===== config.mk =====
export PLATFORM = sky130hd
export DESIGN_NAME = spn_core
export DESIGN_NICKNAME = d
export VERILOG_FILES = /design/src/source/spn_pkg.sv /design/src/source/gf64_power.sv /design/src/source/sbox6.sv /design/src/source/spn_core.sv /design/src/source/spn_round.sv
export SDC_FILE = /design/constraint.sdc
export NUM_CORES = 1
export LEC_CHECK = 0
export BUFFER_PORTS_ARGS = -buffer_cell sky130_fd_sc_hd__buf_2
export CAP_MARGIN = 20
export CELL_PAD_IN_SITES_DETAIL_PLACEMENT = 1
export CELL_PAD_IN_SITES_GLOBAL_PLACEMENT = 1
export CORE_AREA = 2 2 160 162
export CTS_CLUSTER_SIZE = 14
export DETAILED_ROUTE_END_ITERATION = 10
export DIE_AREA = 0 0 162 164
export GPL_ROUTABILITY_DRIVEN = 0
export PLACE_DENSITY_LB_ADDON = 0.25
export SYNTH_ARGS = -nofsm -noshare
export SYNTH_HDL_FRONTEND = slang
export SYNTH_SLANG_ARGS = --single-unit

===== constraint.sdc =====
create_clock -name clk -period 5.4 [get_ports clk]
set_input_delay 1.08 -clock clk [delete_from_list [all_inputs] [get_ports clk]]
set_output_delay 1.08 -clock clk [all_outputs]
set_load 0.05 [all_outputs]

===== src/source/spn_pkg.sv =====
`default_nettype none

package spn_pkg;

  localparam int BLOCK_W = 24;
  localparam int SBOX_W = 6;
  localparam int NUM_SBOX = BLOCK_W / SBOX_W;
  localparam int ROUNDS = 8;
  localparam int KEY_ROT = 5;
  localparam int ROUND_CNT_W = $clog2(ROUNDS);

  typedef enum logic [1:0] {
    IDLE  = 2'd0,
    ROUND = 2'd1,
    FINAL = 2'd2 // output whitening
  } core_state_e;

  // gf(4) squaring, linear over gf(2)
  function automatic logic [1:0] gf4_sq(input logic [1:0] a);
    return {a[1], a[0] ^ a[1]};
  endfunction

  function automatic logic [1:0] gf4_mul(input logic [1:0] a, input logic [1:0] b);
    logic t;
    logic [1:0] c;
    t = a[1] & b[1]; // shared high-high product
    c[0] = (a[0] & b[0]) ^ t;
    c[1] = (a[0] & b[1]) ^ (a[1] & b[0]) ^ t;
    return c;
  endfunction

  // a^3 is 1 for any nonzero a, so the product reduces to a gate on b
  function automatic logic [1:0] gf4_cube_gate(input logic [1:0] a, input logic [1:0] b);
    logic g;
    g = a[0] ^ (~a[0] & a[1]);
    return {g & b[1], g & b[0]};
  endfunction

  function automatic logic [1:0] gf4_cmul(input logic [1:0] a, input logic [1:0] c);
    logic [1:0] r;
    case (c)
      2'd0: r = 2'b00;
      2'd1: r = a;
      2'd2: r = {a[0] ^ a[1], a[1]};
      default: r = {a[0], a[0] ^ a[1]};
    endcase
    return r;
  endfunction

endpackage

`default_nettype wire


===== src/source/gf64_power.sv =====
`timescale 1ns/1ps
`default_nettype none

module gf64_power (
  input  logic [spn_pkg::SBOX_W-1:0] a,
  output logic [spn_pkg::SBOX_W-1:0] b
);

  logic [1:0] x0;
  logic [1:0] x1;
  logic [1:0] x2;
  logic [1:0] y0;
  logic [1:0] y1;
  logic [1:0] y2;
  logic [1:0] y3;
  logic [1:0] y4;
  logic [1:0] y5;
  logic [1:0] t [0:14];

  assign x0 = a[1:0];
  assign x1 = a[3:2];
  assign x2 = a[5:4];

  assign y0 = spn_pkg::gf4_sq(x0);
  assign y1 = spn_pkg::gf4_sq(x1);
  assign y2 = spn_pkg::gf4_sq(x2);
  assign y3 = spn_pkg::gf4_mul(x1, x2);
  assign y4 = spn_pkg::gf4_mul(x0, x2);
  assign y5 = spn_pkg::gf4_mul(x0, x1);

  // linear terms
  assign t[0] = x0;
  assign t[1] = x1;
  assign t[2] = x2;
  // cube-gated cross terms
  assign t[3] = spn_pkg::gf4_cube_gate(x0, x1);
  assign t[4] = spn_pkg::gf4_cube_gate(x0, x2);
  assign t[5] = spn_pkg::gf4_cube_gate(x1, x0);
  assign t[6] = spn_pkg::gf4_cube_gate(x1, x2);
  assign t[7] = spn_pkg::gf4_cube_gate(x2, x0);
  assign t[8] = spn_pkg::gf4_cube_gate(x2, x1);
  // square products
  assign t[9] = spn_pkg::gf4_mul(y0, y1);
  assign t[10] = spn_pkg::gf4_mul(y0, y2);
  assign t[11] = spn_pkg::gf4_mul(y1, y2);
  // degree-four mixed terms
  assign t[12] = spn_pkg::gf4_mul(y0, y3);
  assign t[13] = spn_pkg::gf4_mul(y1, y4);
  assign t[14] = spn_pkg::gf4_mul(y2, y5);

  assign b[1:0] = spn_pkg::gf4_cmul(t[0], 2'd3) ^
                  spn_pkg::gf4_cmul(t[1], 2'd0) ^
                  spn_pkg::gf4_cmul(t[2], 2'd2) ^
                  spn_pkg::gf4_cmul(t[3], 2'd1) ^
                  spn_pkg::gf4_cmul(t[4], 2'd2) ^
                  spn_pkg::gf4_cmul(t[5], 2'd0) ^
                  spn_pkg::gf4_cmul(t[6], 2'd2) ^
                  spn_pkg::gf4_cmul(t[7], 2'd0) ^
                  spn_pkg::gf4_cmul(t[8], 2'd0) ^
                  spn_pkg::gf4_cmul(t[9], 2'd0) ^
                  spn_pkg::gf4_cmul(t[10], 2'd1) ^
                  spn_pkg::gf4_cmul(t[11], 2'd3) ^
                  spn_pkg::gf4_cmul(t[12], 2'd0) ^
                  spn_pkg::gf4_cmul(t[13], 2'd1) ^
                  spn_pkg::gf4_cmul(t[14], 2'd2);

  assign b[3:2] = spn_pkg::gf4_cmul(t[0], 2'd2) ^
                  spn_pkg::gf4_cmul(t[1], 2'd3) ^
                  spn_pkg::gf4_cmul(t[2], 2'd0) ^
                  spn_pkg::gf4_cmul(t[3], 2'd0) ^
                  spn_pkg::gf4_cmul(t[4], 2'd0) ^
                  spn_pkg::gf4_cmul(t[5], 2'd2) ^
                  spn_pkg::gf4_cmul(t[6], 2'd1) ^
                  spn_pkg::gf4_cmul(t[7], 2'd2) ^
                  spn_pkg::gf4_cmul(t[8], 2'd0) ^
                  spn_pkg::gf4_cmul(t[9], 2'd1) ^
                  spn_pkg::gf4_cmul(t[10], 2'd3) ^
                  spn_pkg::gf4_cmul(t[11], 2'd0) ^
                  spn_pkg::gf4_cmul(t[12], 2'd2) ^
                  spn_pkg::gf4_cmul(t[13], 2'd0) ^
                  spn_pkg::gf4_cmul(t[14], 2'd1);

  assign b[5:4] = spn_pkg::gf4_cmul(t[0], 2'd0) ^
                  spn_pkg::gf4_cmul(t[1], 2'd2) ^
                  spn_pkg::gf4_cmul(t[2], 2'd3) ^
                  spn_pkg::gf4_cmul(t[3], 2'd2) ^
                  spn_pkg::gf4_cmul(t[4], 2'd0) ^
                  spn_pkg::gf4_cmul(t[5], 2'd0) ^
                  spn_pkg::gf4_cmul(t[6], 2'd0) ^
                  spn_pkg::gf4_cmul(t[7], 2'd1) ^
                  spn_pkg::gf4_cmul(t[8], 2'd2) ^
                  spn_pkg::gf4_cmul(t[9], 2'd3) ^
                  spn_pkg::gf4_cmul(t[10], 2'd0) ^
                  spn_pkg::gf4_cmul(t[11], 2'd1) ^
                  spn_pkg::gf4_cmul(t[12], 2'd1) ^
                  spn_pkg::gf4_cmul(t[13], 2'd2) ^
                  spn_pkg::gf4_cmul(t[14], 2'd0);

endmodule

`default_nettype wire


===== src/source/sbox6.sv =====
`timescale 1ns/1ps
`default_nettype none

module sbox6 (
  input  logic [spn_pkg::SBOX_W-1:0] x,
  output logic [spn_pkg::SBOX_W-1:0] y
);

  logic [spn_pkg::SBOX_W-1:0] z; // tower-field image of x
  logic [spn_pkg::SBOX_W-1:0] w; // x^52 in tower basis
  logic [spn_pkg::SBOX_W-1:0] p; // back in polynomial basis
  logic par;

  // polynomial basis to tower basis
  assign z[0] = x[0];
  assign z[1] = x[0] ^ x[2] ^ x[3] ^ x[4];
  assign z[2] = x[0] ^ x[1] ^ x[3];
  assign z[3] = x[0] ^ x[2];
  assign z[4] = x[0] ^ x[3] ^ x[4] ^ x[5];
  assign z[5] = x[0] ^ x[1] ^ x[5];

  gf64_power u_power (
    .a (z),
    .b (w)
  );

  // tower basis back to polynomial basis
  assign p[0] = w[0] ^ w[1] ^ w[2] ^ w[5];
  assign p[1] = w[1] ^ w[2] ^ w[3] ^ w[5];
  assign p[2] = w[0] ^ w[2];
  assign p[3] = w[1] ^ w[2] ^ w[5];
  assign p[4] = w[2] ^ w[3] ^ w[4];
  assign p[5] = w[0] ^ w[1] ^ w[4] ^ w[5];

  // affine correction, keyed on the raw input
  assign par = x[2] ^ x[4];
  assign y = p ^ {spn_pkg::SBOX_W{par}};

endmodule

`default_nettype wire


===== src/source/spn_core.sv =====
`timescale 1ns/1ps
`default_nettype none

module spn_core (
  input  logic                        clk,
  input  logic                        arst_n,
  input  logic                        start,
  input  logic [spn_pkg::BLOCK_W-1:0] plaintext,
  input  logic [spn_pkg::BLOCK_W-1:0] key,
  output logic                        busy,
  output logic                        done,
  output logic [spn_pkg::BLOCK_W-1:0] ciphertext
);

  localparam int KR = spn_pkg::KEY_ROT;
  localparam int BW = spn_pkg::BLOCK_W;
  localparam logic [spn_pkg::ROUND_CNT_W-1:0] LAST_RND =
    spn_pkg::ROUND_CNT_W'(spn_pkg::ROUNDS - 1);

  spn_pkg::core_state_e state_q;

  logic [spn_pkg::ROUND_CNT_W-1:0] rnd_cnt;
  logic [BW-1:0] block_q;
  logic [BW-1:0] key_q;
  logic [BW-1:0] round_out;
  logic [BW-1:0] key_rot;
  logic accept;

  assign accept = start && (state_q == spn_pkg::IDLE); // start while busy is dropped
  assign key_rot = {key_q[BW-KR-1:0], key_q[BW-1:BW-KR]};

  spn_round u_round (
    .state_in  (block_q),
    .round_key (key_q),
    .state_out (round_out)
  );

  // controller
  always_ff @(posedge clk or negedge arst_n) begin
    if (!arst_n) begin
      state_q <= spn_pkg::IDLE;
      rnd_cnt <= '0;
    end else begin
      case (state_q)
        spn_pkg::IDLE: begin
          if (accept) begin
            state_q <= spn_pkg::ROUND;
            rnd_cnt <= '0;
          end
        end
        spn_pkg::ROUND: begin
          rnd_cnt <= rnd_cnt + 1'b1;
          if (rnd_cnt == LAST_RND) begin
            state_q <= spn_pkg::FINAL;
          end
        end
        spn_pkg::FINAL: begin
          state_q <= spn_pkg::IDLE;
        end
        default: begin
          state_q <= spn_pkg::IDLE;
        end
      endcase
    end
  end

  // block and key registers
  always_ff @(posedge clk) begin
    if (accept) begin
      block_q <= plaintext;
      key_q <= key;
    end else if (state_q == spn_pkg::ROUND) begin
      block_q <= round_out;
      key_q <= key_rot; // next round key
    end
  end

  // whitening with the key left after the last rotation
  always_ff @(posedge clk or negedge arst_n) begin
    if (!arst_n) begin
      ciphertext <= '0;
    end else if (state_q == spn_pkg::FINAL) begin
      ciphertext <= block_q ^ key_q;
    end
  end

  assign busy = (state_q != spn_pkg::IDLE);
  assign done = (state_q == spn_pkg::FINAL); // ciphertext updates on the edge closing this cycle

endmodule

`default_nettype wire


===== src/source/spn_round.sv =====
`timescale 1ns/1ps
`default_nettype none

module spn_round (
  input  logic [spn_pkg::BLOCK_W-1:0] state_in,
  input  logic [spn_pkg::BLOCK_W-1:0] round_key,
  output logic [spn_pkg::BLOCK_W-1:0] state_out
);

  localparam int PERM_MUL = 7; // coprime to 24, so i -> 7i mod 24 is a bijection

  logic [spn_pkg::BLOCK_W-1:0] keyed;
  logic [spn_pkg::BLOCK_W-1:0] subst;

  assign keyed = state_in ^ round_key;

  // substitution layer
  for (genvar s = 0; s < spn_pkg::NUM_SBOX; s++) begin : g_sbox
    sbox6 u_sbox (
      .x (keyed[s*spn_pkg::SBOX_W +: spn_pkg::SBOX_W]),
      .y (subst[s*spn_pkg::SBOX_W +: spn_pkg::SBOX_W])
    );
  end

  // bit permutation, pure wiring
  for (genvar i = 0; i < spn_pkg::BLOCK_W; i++) begin : g_perm
    assign state_out[(PERM_MUL * i) % spn_pkg::BLOCK_W] = subst[i];
  end

endmodule

`default_nettype wire

==> run summary, run 1 <==
status: finished, final reports clean
Critical Setup Path Class: reg -> reg
post-CTS sizing: 0
Post-route DRC: 0
PortBufs: 76
skew final: 16.6 ps
Nets: 1454
core area: 24800 um^2
GRT Residual Overflow: 0
fmax: 202 MHz
H-tree Lvls: 3
Die Area: 26600 um^2
chip height: 164 um
Detailed Route WL: 35500 um
most frequent cells in the layout: 191 x nand2_1, 135 x xnor2_1, 118 x o21ai_0
CTS Hold Buffers Added: 0
number of flops mapped to enable cells by yosys: 48
vias per cell: 6.09
clk buf depth: 2
initial core utilization: 42.2%
Seq cells post-synth: 77
DIE WIDTH: 162 um
unrepaired setup endpoints after global routing: no
most common cell after layout, fill and taps aside: nand2_1
vias in the first global route: 10300
number of core rows: 58
final worst-path cycle share: 91.8%
antenna viol nets, final: 0
Gate Count Post-Synth: 1375
total CTS buffers: 9
I/O pin total: 77
dpl hpwl: 25600 um
Period minus WS final: 4960 ps
Worst-Skew Late Latency: 360 ps
DR pass1 iterations: 4
GRT Total Usage: 27.1%
Critical Path Start Type: flop
Netlist Area Pre-Place: 10500 um^2
post-synthesis async set-or-reset flop share: 37.7%
Crit Path Max Fanout: 20
syn_area_per_cell: 7.61 um^2
fill cell count: 3135
initial antenna violation count: 0
detailed-route wire length per cell: 20.6 um
number of inserted diodes: 0
Critical Path End Type: flop
worst hold path class: reg -> reg
clk slew on worst S/H paths: 60 ps
largest net degree at the start of global routing: 50
clk sinks: 77
syn_nets: 1444
Synthesis Warnings: 0
via count: 10500
first-pass GRT wire length: 57600 um
CTS tree: yes
top_reg_cell synth: edfxtp_1
CTS Root Cell: clkbuf_16
Max Transition Viols Final: 0
setup repair bufs after CTS: 0
1st-iter DRT viols: 751
slew of the pin with the lowest slew margin: 1110 ps
Critical Path AT: 5010 ps
Synth cell types: 83
WP data required: 5450 ps
final hold vios: 0
Setup-failing EPs final: 0
worst rel slew slack: 25.9%
sequential fraction of the synthesis area: 20.7%
layout cells sized above 1: 14.5%
post-route setup TNS: 0 ps
max_cap viols: 0
Layout area overhead: 9.59%
==> critical path, stage by stage (launching register included) <==
cell	delay, ps
edfxtp_1	460
xnor2_2	330
buf_4	290
xnor2_1	150
xnor2_1	310
inv_1	170
ha_1	700
nand2b_1	170
o41ai_1	400
nor3_1	120
mux2i_1	280
xnor2_2	170
xnor3_1	460
xnor2_2	170
xnor2_1	330
o21ai_0	140
==> per-layer routing <==
metal / part of all wire, % / GRT usage [%] / vias up
met3: 4.5 / 2.63 / 43
met1: 45 / 37.1 / 5170
met4: 2.0 / 7.00 / 0
met2: 49 / 45.8 / 266
li1: - / - / 4999
met5: 0 / 0 / -
==> cells in the mapped netlist (all sizes together) (4+ instances only) <==
cell type	count	area share [%]
nand2b	5	0.37
and2	4	0.24
xor2	47	4.2
o22ai	25	1.6
a21oi	106	5.1
a211oi	27	1.9
a21boi	5	0.36
ha	18	2.2
nand3	43	2.1
o211ai	21	1.5
o32ai	8	0.74
mux2	6	0.65
edfxtp	48	14
o21ai	123	5.9
nand2	193	6.9
clkbuf	93	3.3
o311ai	7	0.59
a22oi	11	0.79
o221ai	9	0.75
nor4	8	0.48
a31oi	21	1.3
xnor3	17	3.7
o31ai	7	0.50
inv	21	0.75
nor3	44	2.1
a2111oi	8	0.67
a221oi	8	0.79
a32oi	5	0.42
nor2	115	4.1
a311oi	5	0.42
xnor2	166	16
dfrtp	29	6.9
nand4	13	0.78
buf	34	1.6
mux2i	17	1.6
==> state kept, by name, indices dropped and copies added, names as in the netlist <==
signal and cells:
ciphertext 24, block_q 24, rnd_cnt 3, key_q 24, state_q 2
==> kinds of logic (layout without fill, tap and decap cells) <==
| family | count (synthesis) | after routing | synth area share (%) |
|---|---|---|---|
| adders and majority gates | 18 | 18 | 2.15 |
| muxes | 24 | 24 | 2.49 |
| buffers and inverters | 149 | 164 | 5.70 |
| DFF | 77 | 77 | 20.7 |
| xor gates and xnor gates | 231 | 231 | 24.3 |
| AOI/OAI and AO/OA | 433 | 433 | 26.4 |
| and+or+nand+nor | 443 | 443 | 18.3 |
==> per-stage QoR <==
stage	cell area, um^2	hold slack (ps)	cells	utilization, %	setup WS, ps
2_1_floorplan	10500	470	1375	-	430
3_3_place_gp	11200	459	1704	45.0	646
3_5_place_dp	11200	469	1704	45.0	547
4_1_cts	11500	484	1720	46.2	497
5_1_grt	11500	506	1720	46.2	80.1
6_report	11500	477	1720	46.2	442
==> path summary, 6_finish.rpt <==
check,to,startpoint,cells after the start,slack [ps]
worst max-delay path,block_q[19]$_DFFE_PP_,block_q[17]$_DFFE_PP_,15,440
worst min-delay path,ciphertext[20]$_DFFE_PN0P_,ciphertext[20]$_DFFE_PN0P_,2,480
worst max register to register,block_q[19]$_DFFE_PP_,block_q[17]$_DFFE_PP_,15,440
worst min register to register,ciphertext[20]$_DFFE_PN0P_,ciphertext[20]$_DFFE_PN0P_,2,480
max in group asynchronous,ciphertext[7]$_DFFE_PN0P_,arst_n,1,4070
min in group asynchronous,ciphertext[13]$_DFFE_PN0P_,arst_n,1,820
==> layout make-up <==
cell class / instances / area (um^2) / area share (%)
Clock buffer: 9 / 225 / 1.96
Clock inverter: 7 / 65.1 / 0.567
Inverter: 22 / 82.6 / 0.720
Multi-Input combinational cell: 1149 / 7760 / 67.7
Sequential cell: 77 / 2170 / 18.9
Tap cell: 330 / 413 / 3.60
Timing Repair Buffer: 126 / 756 / 6.59
Power of run 1 is not shown: default switching activity piles up to over one toggle a cycle in this logic, so the estimate is an artifact.
==> inputs of run 2 (changes only) <==
BUFFER_PORTS_ARGS = -buffer_cell sky130_fd_sc_hd__clkbuf_2   (was -buffer_cell sky130_fd_sc_hd__buf_2)
RECOVER_POWER = 25   (was default)
==> run summary, run 2 (same netlist as run 1, synthesis figures left out) <==
number of inserted diodes: 0 (unchanged)
final hold vios: 0 (unchanged)
CTS Root Cell: clkbuf_16
clk sinks: 77 (unchanged)
fill cell count: 3157 (+0.70%)
CTS tree: yes
via count: 10500 (+0.42%)
Critical Path AT: 4990 ps (-20 ps)
Largest regs: block_q: 24 flops, ciphertext: 24 flops, key_q: 24 flops
Layout area overhead: 9.77%
antenna viol nets, final: 0 (unchanged)
Post-route DRC: 0 (unchanged)
Worst-Skew Late Latency: 350 ps (about the same)
initial antenna violation count: 0 (unchanged)
Nets: 1457 (+0.21%)
Detailed Route WL: 35600 um (+0.30%)
unrepaired setup endpoints after global routing: no
fmax: 202 MHz (+0.17%)
core area: 24800 um^2 (unchanged)
post-CTS sizing: 0 (unchanged)
post-route setup TNS: 0 ps (unchanged)
Critical Path Start Type: flop
Period minus WS final: 4950 ps (-8.54 ps)
GRT Residual Overflow: 0 (unchanged)
GRT Total Usage: 26.8% (-0.29 points)
first-pass GRT wire length: 57500 um (-0.26%)
most common cell after layout, fill and taps aside: nand2_1
chip height: 164 um (unchanged)
Crit Path Max Fanout: 20 (unchanged)
total CTS buffers: 9 (unchanged)
vias in the first global route: 10500 (+1.3%)
Critical Setup Path Class: reg -> reg
R2R depth: 14 (-1)
clk buf depth: 2 (unchanged)
DIE WIDTH: 162 um (unchanged)
DR pass1 iterations: 7 (+3)
number of core rows: 58 (unchanged)
clk slew on worst S/H paths: 70 ps (about the same)
slew of the pin with the lowest slew margin: 1990 ps (+880 ps)
Max Transition Viols Final: 79 (+79)
final worst-path cycle share: 91.7% (-0.16 points)
1st-iter DRT viols: 823 (+9.6%)
PortBufs: 76 (unchanged)
skew final: 15.5 ps (-1.13 ps)
max_cap viols: 2 (+2)
status: complete, but fails checks
H-tree Lvls: 3 (unchanged)
CTS Hold Buffers Added: 0 (unchanged)
WP data required: 5440 ps (about the same)
Critical Path End Type: flop
initial core utilization: 42.2% (unchanged)
I/O pin total: 77 (unchanged)
worst hold path class: reg -> reg
layout cells sized above 1: 14.4% (-0.10 points)
worst rel slew slack: -32.6% (-58 points)
Setup-failing EPs final: 0 (unchanged)
largest net degree at the start of global routing: 49 (-2.0%)
detailed-route wire length per cell: 20.7 um (+0.12%)
Hold Path Stages: 2 (unchanged)
setup repair bufs after CTS: 0 (unchanged)
dpl hpwl: 25800 um (+0.92%)
most frequent cells in the layout: 191 x nand2_1, 135 x xnor2_1, 118 x o21ai_0
failing checks: capacitance limit, slew limit
Die Area: 26600 um^2 (unchanged)
vias per cell: 6.11 (+0.25%)
## run 2: cell count changes in the layout (fill, tap and decap cells not counted)
cell      before  now
clkbuf_2       0   74
nand2b_2       1    0
and2_0         0    1
clkbuf_1       0    3
buf_4         50   52
clkinv_8       0    1
nand2b_1       3    4
inv_8          2    1
buf_2         76    0
and2_1         3    2
## run 2: final timing paths
path,slack (ps),to,from
worst max register to register,450,block_q[19]$_DFFE_PP_,block_q[17]$_DFFE_PP_
min in group asynchronous,1280,ciphertext[11]$_DFFE_PN0P_,arst_n
max in group asynchronous,2970,rnd_cnt[2]$_DFFE_PN0P_,arst_n
worst max-delay path,450,block_q[19]$_DFFE_PP_,block_q[17]$_DFFE_PP_
worst min register to register,480,ciphertext[17]$_DFFE_PN0P_,ciphertext[17]$_DFFE_PN0P_
worst min-delay path,480,ciphertext[17]$_DFFE_PN0P_,ciphertext[17]$_DFFE_PN0P_
## run 2: cell type report
class | count | area, um^2 | area share, %
Sequential cell | 77 | 2170 | 18.9
Clock inverter | 7 | 70.1 | 0.610
Clock buffer | 9 | 225 | 1.96
Multi-Input combinational cell | 1149 | 7760 | 67.5
Inverter | 22 | 82.6 | 0.719
Timing Repair Buffer | 129 | 772 | 6.72
Tap cell | 330 | 413 | 3.59
## run 2: metal layers
metal	vias up	track usage [%]	wire length [um]
met5	-	0	0
met4	0	6.28	649
met3	43	2.60	1550
met2	282	46.1	17400
met1	5204	36.4	16000
li1	4993	-	-
## run 2: per-stage QoR
step	setup slack [ps]	area (um^2)	hold slack [ps]	instances	util, %
2_1_floorplan	430	10500	470	1375	-
3_3_place_gp	592	11200	463	1706	45.1
3_5_place_dp	504	11200	469	1706	45.1
4_1_cts	486	11500	485	1722	46.3
5_1_grt	35.5	11500	531	1723	46.3
6_report	451	11500	480	1723	46.3
## run 2: critical path, stage by stage, from the launching register on
cell,delay [ps]
edfxtp_1,470
xnor2_2,470
xnor2_1,210
xnor2_1,380
inv_1,180
ha_1,730
nand2b_1,160
o41ai_1,410
nor3_1,130
mux2i_1,250
xnor2_2,160
xnor3_1,470
xnor2_2,180
xnor2_1,310
o21ai_0,140
Power of run 2 is left out for the same reason.
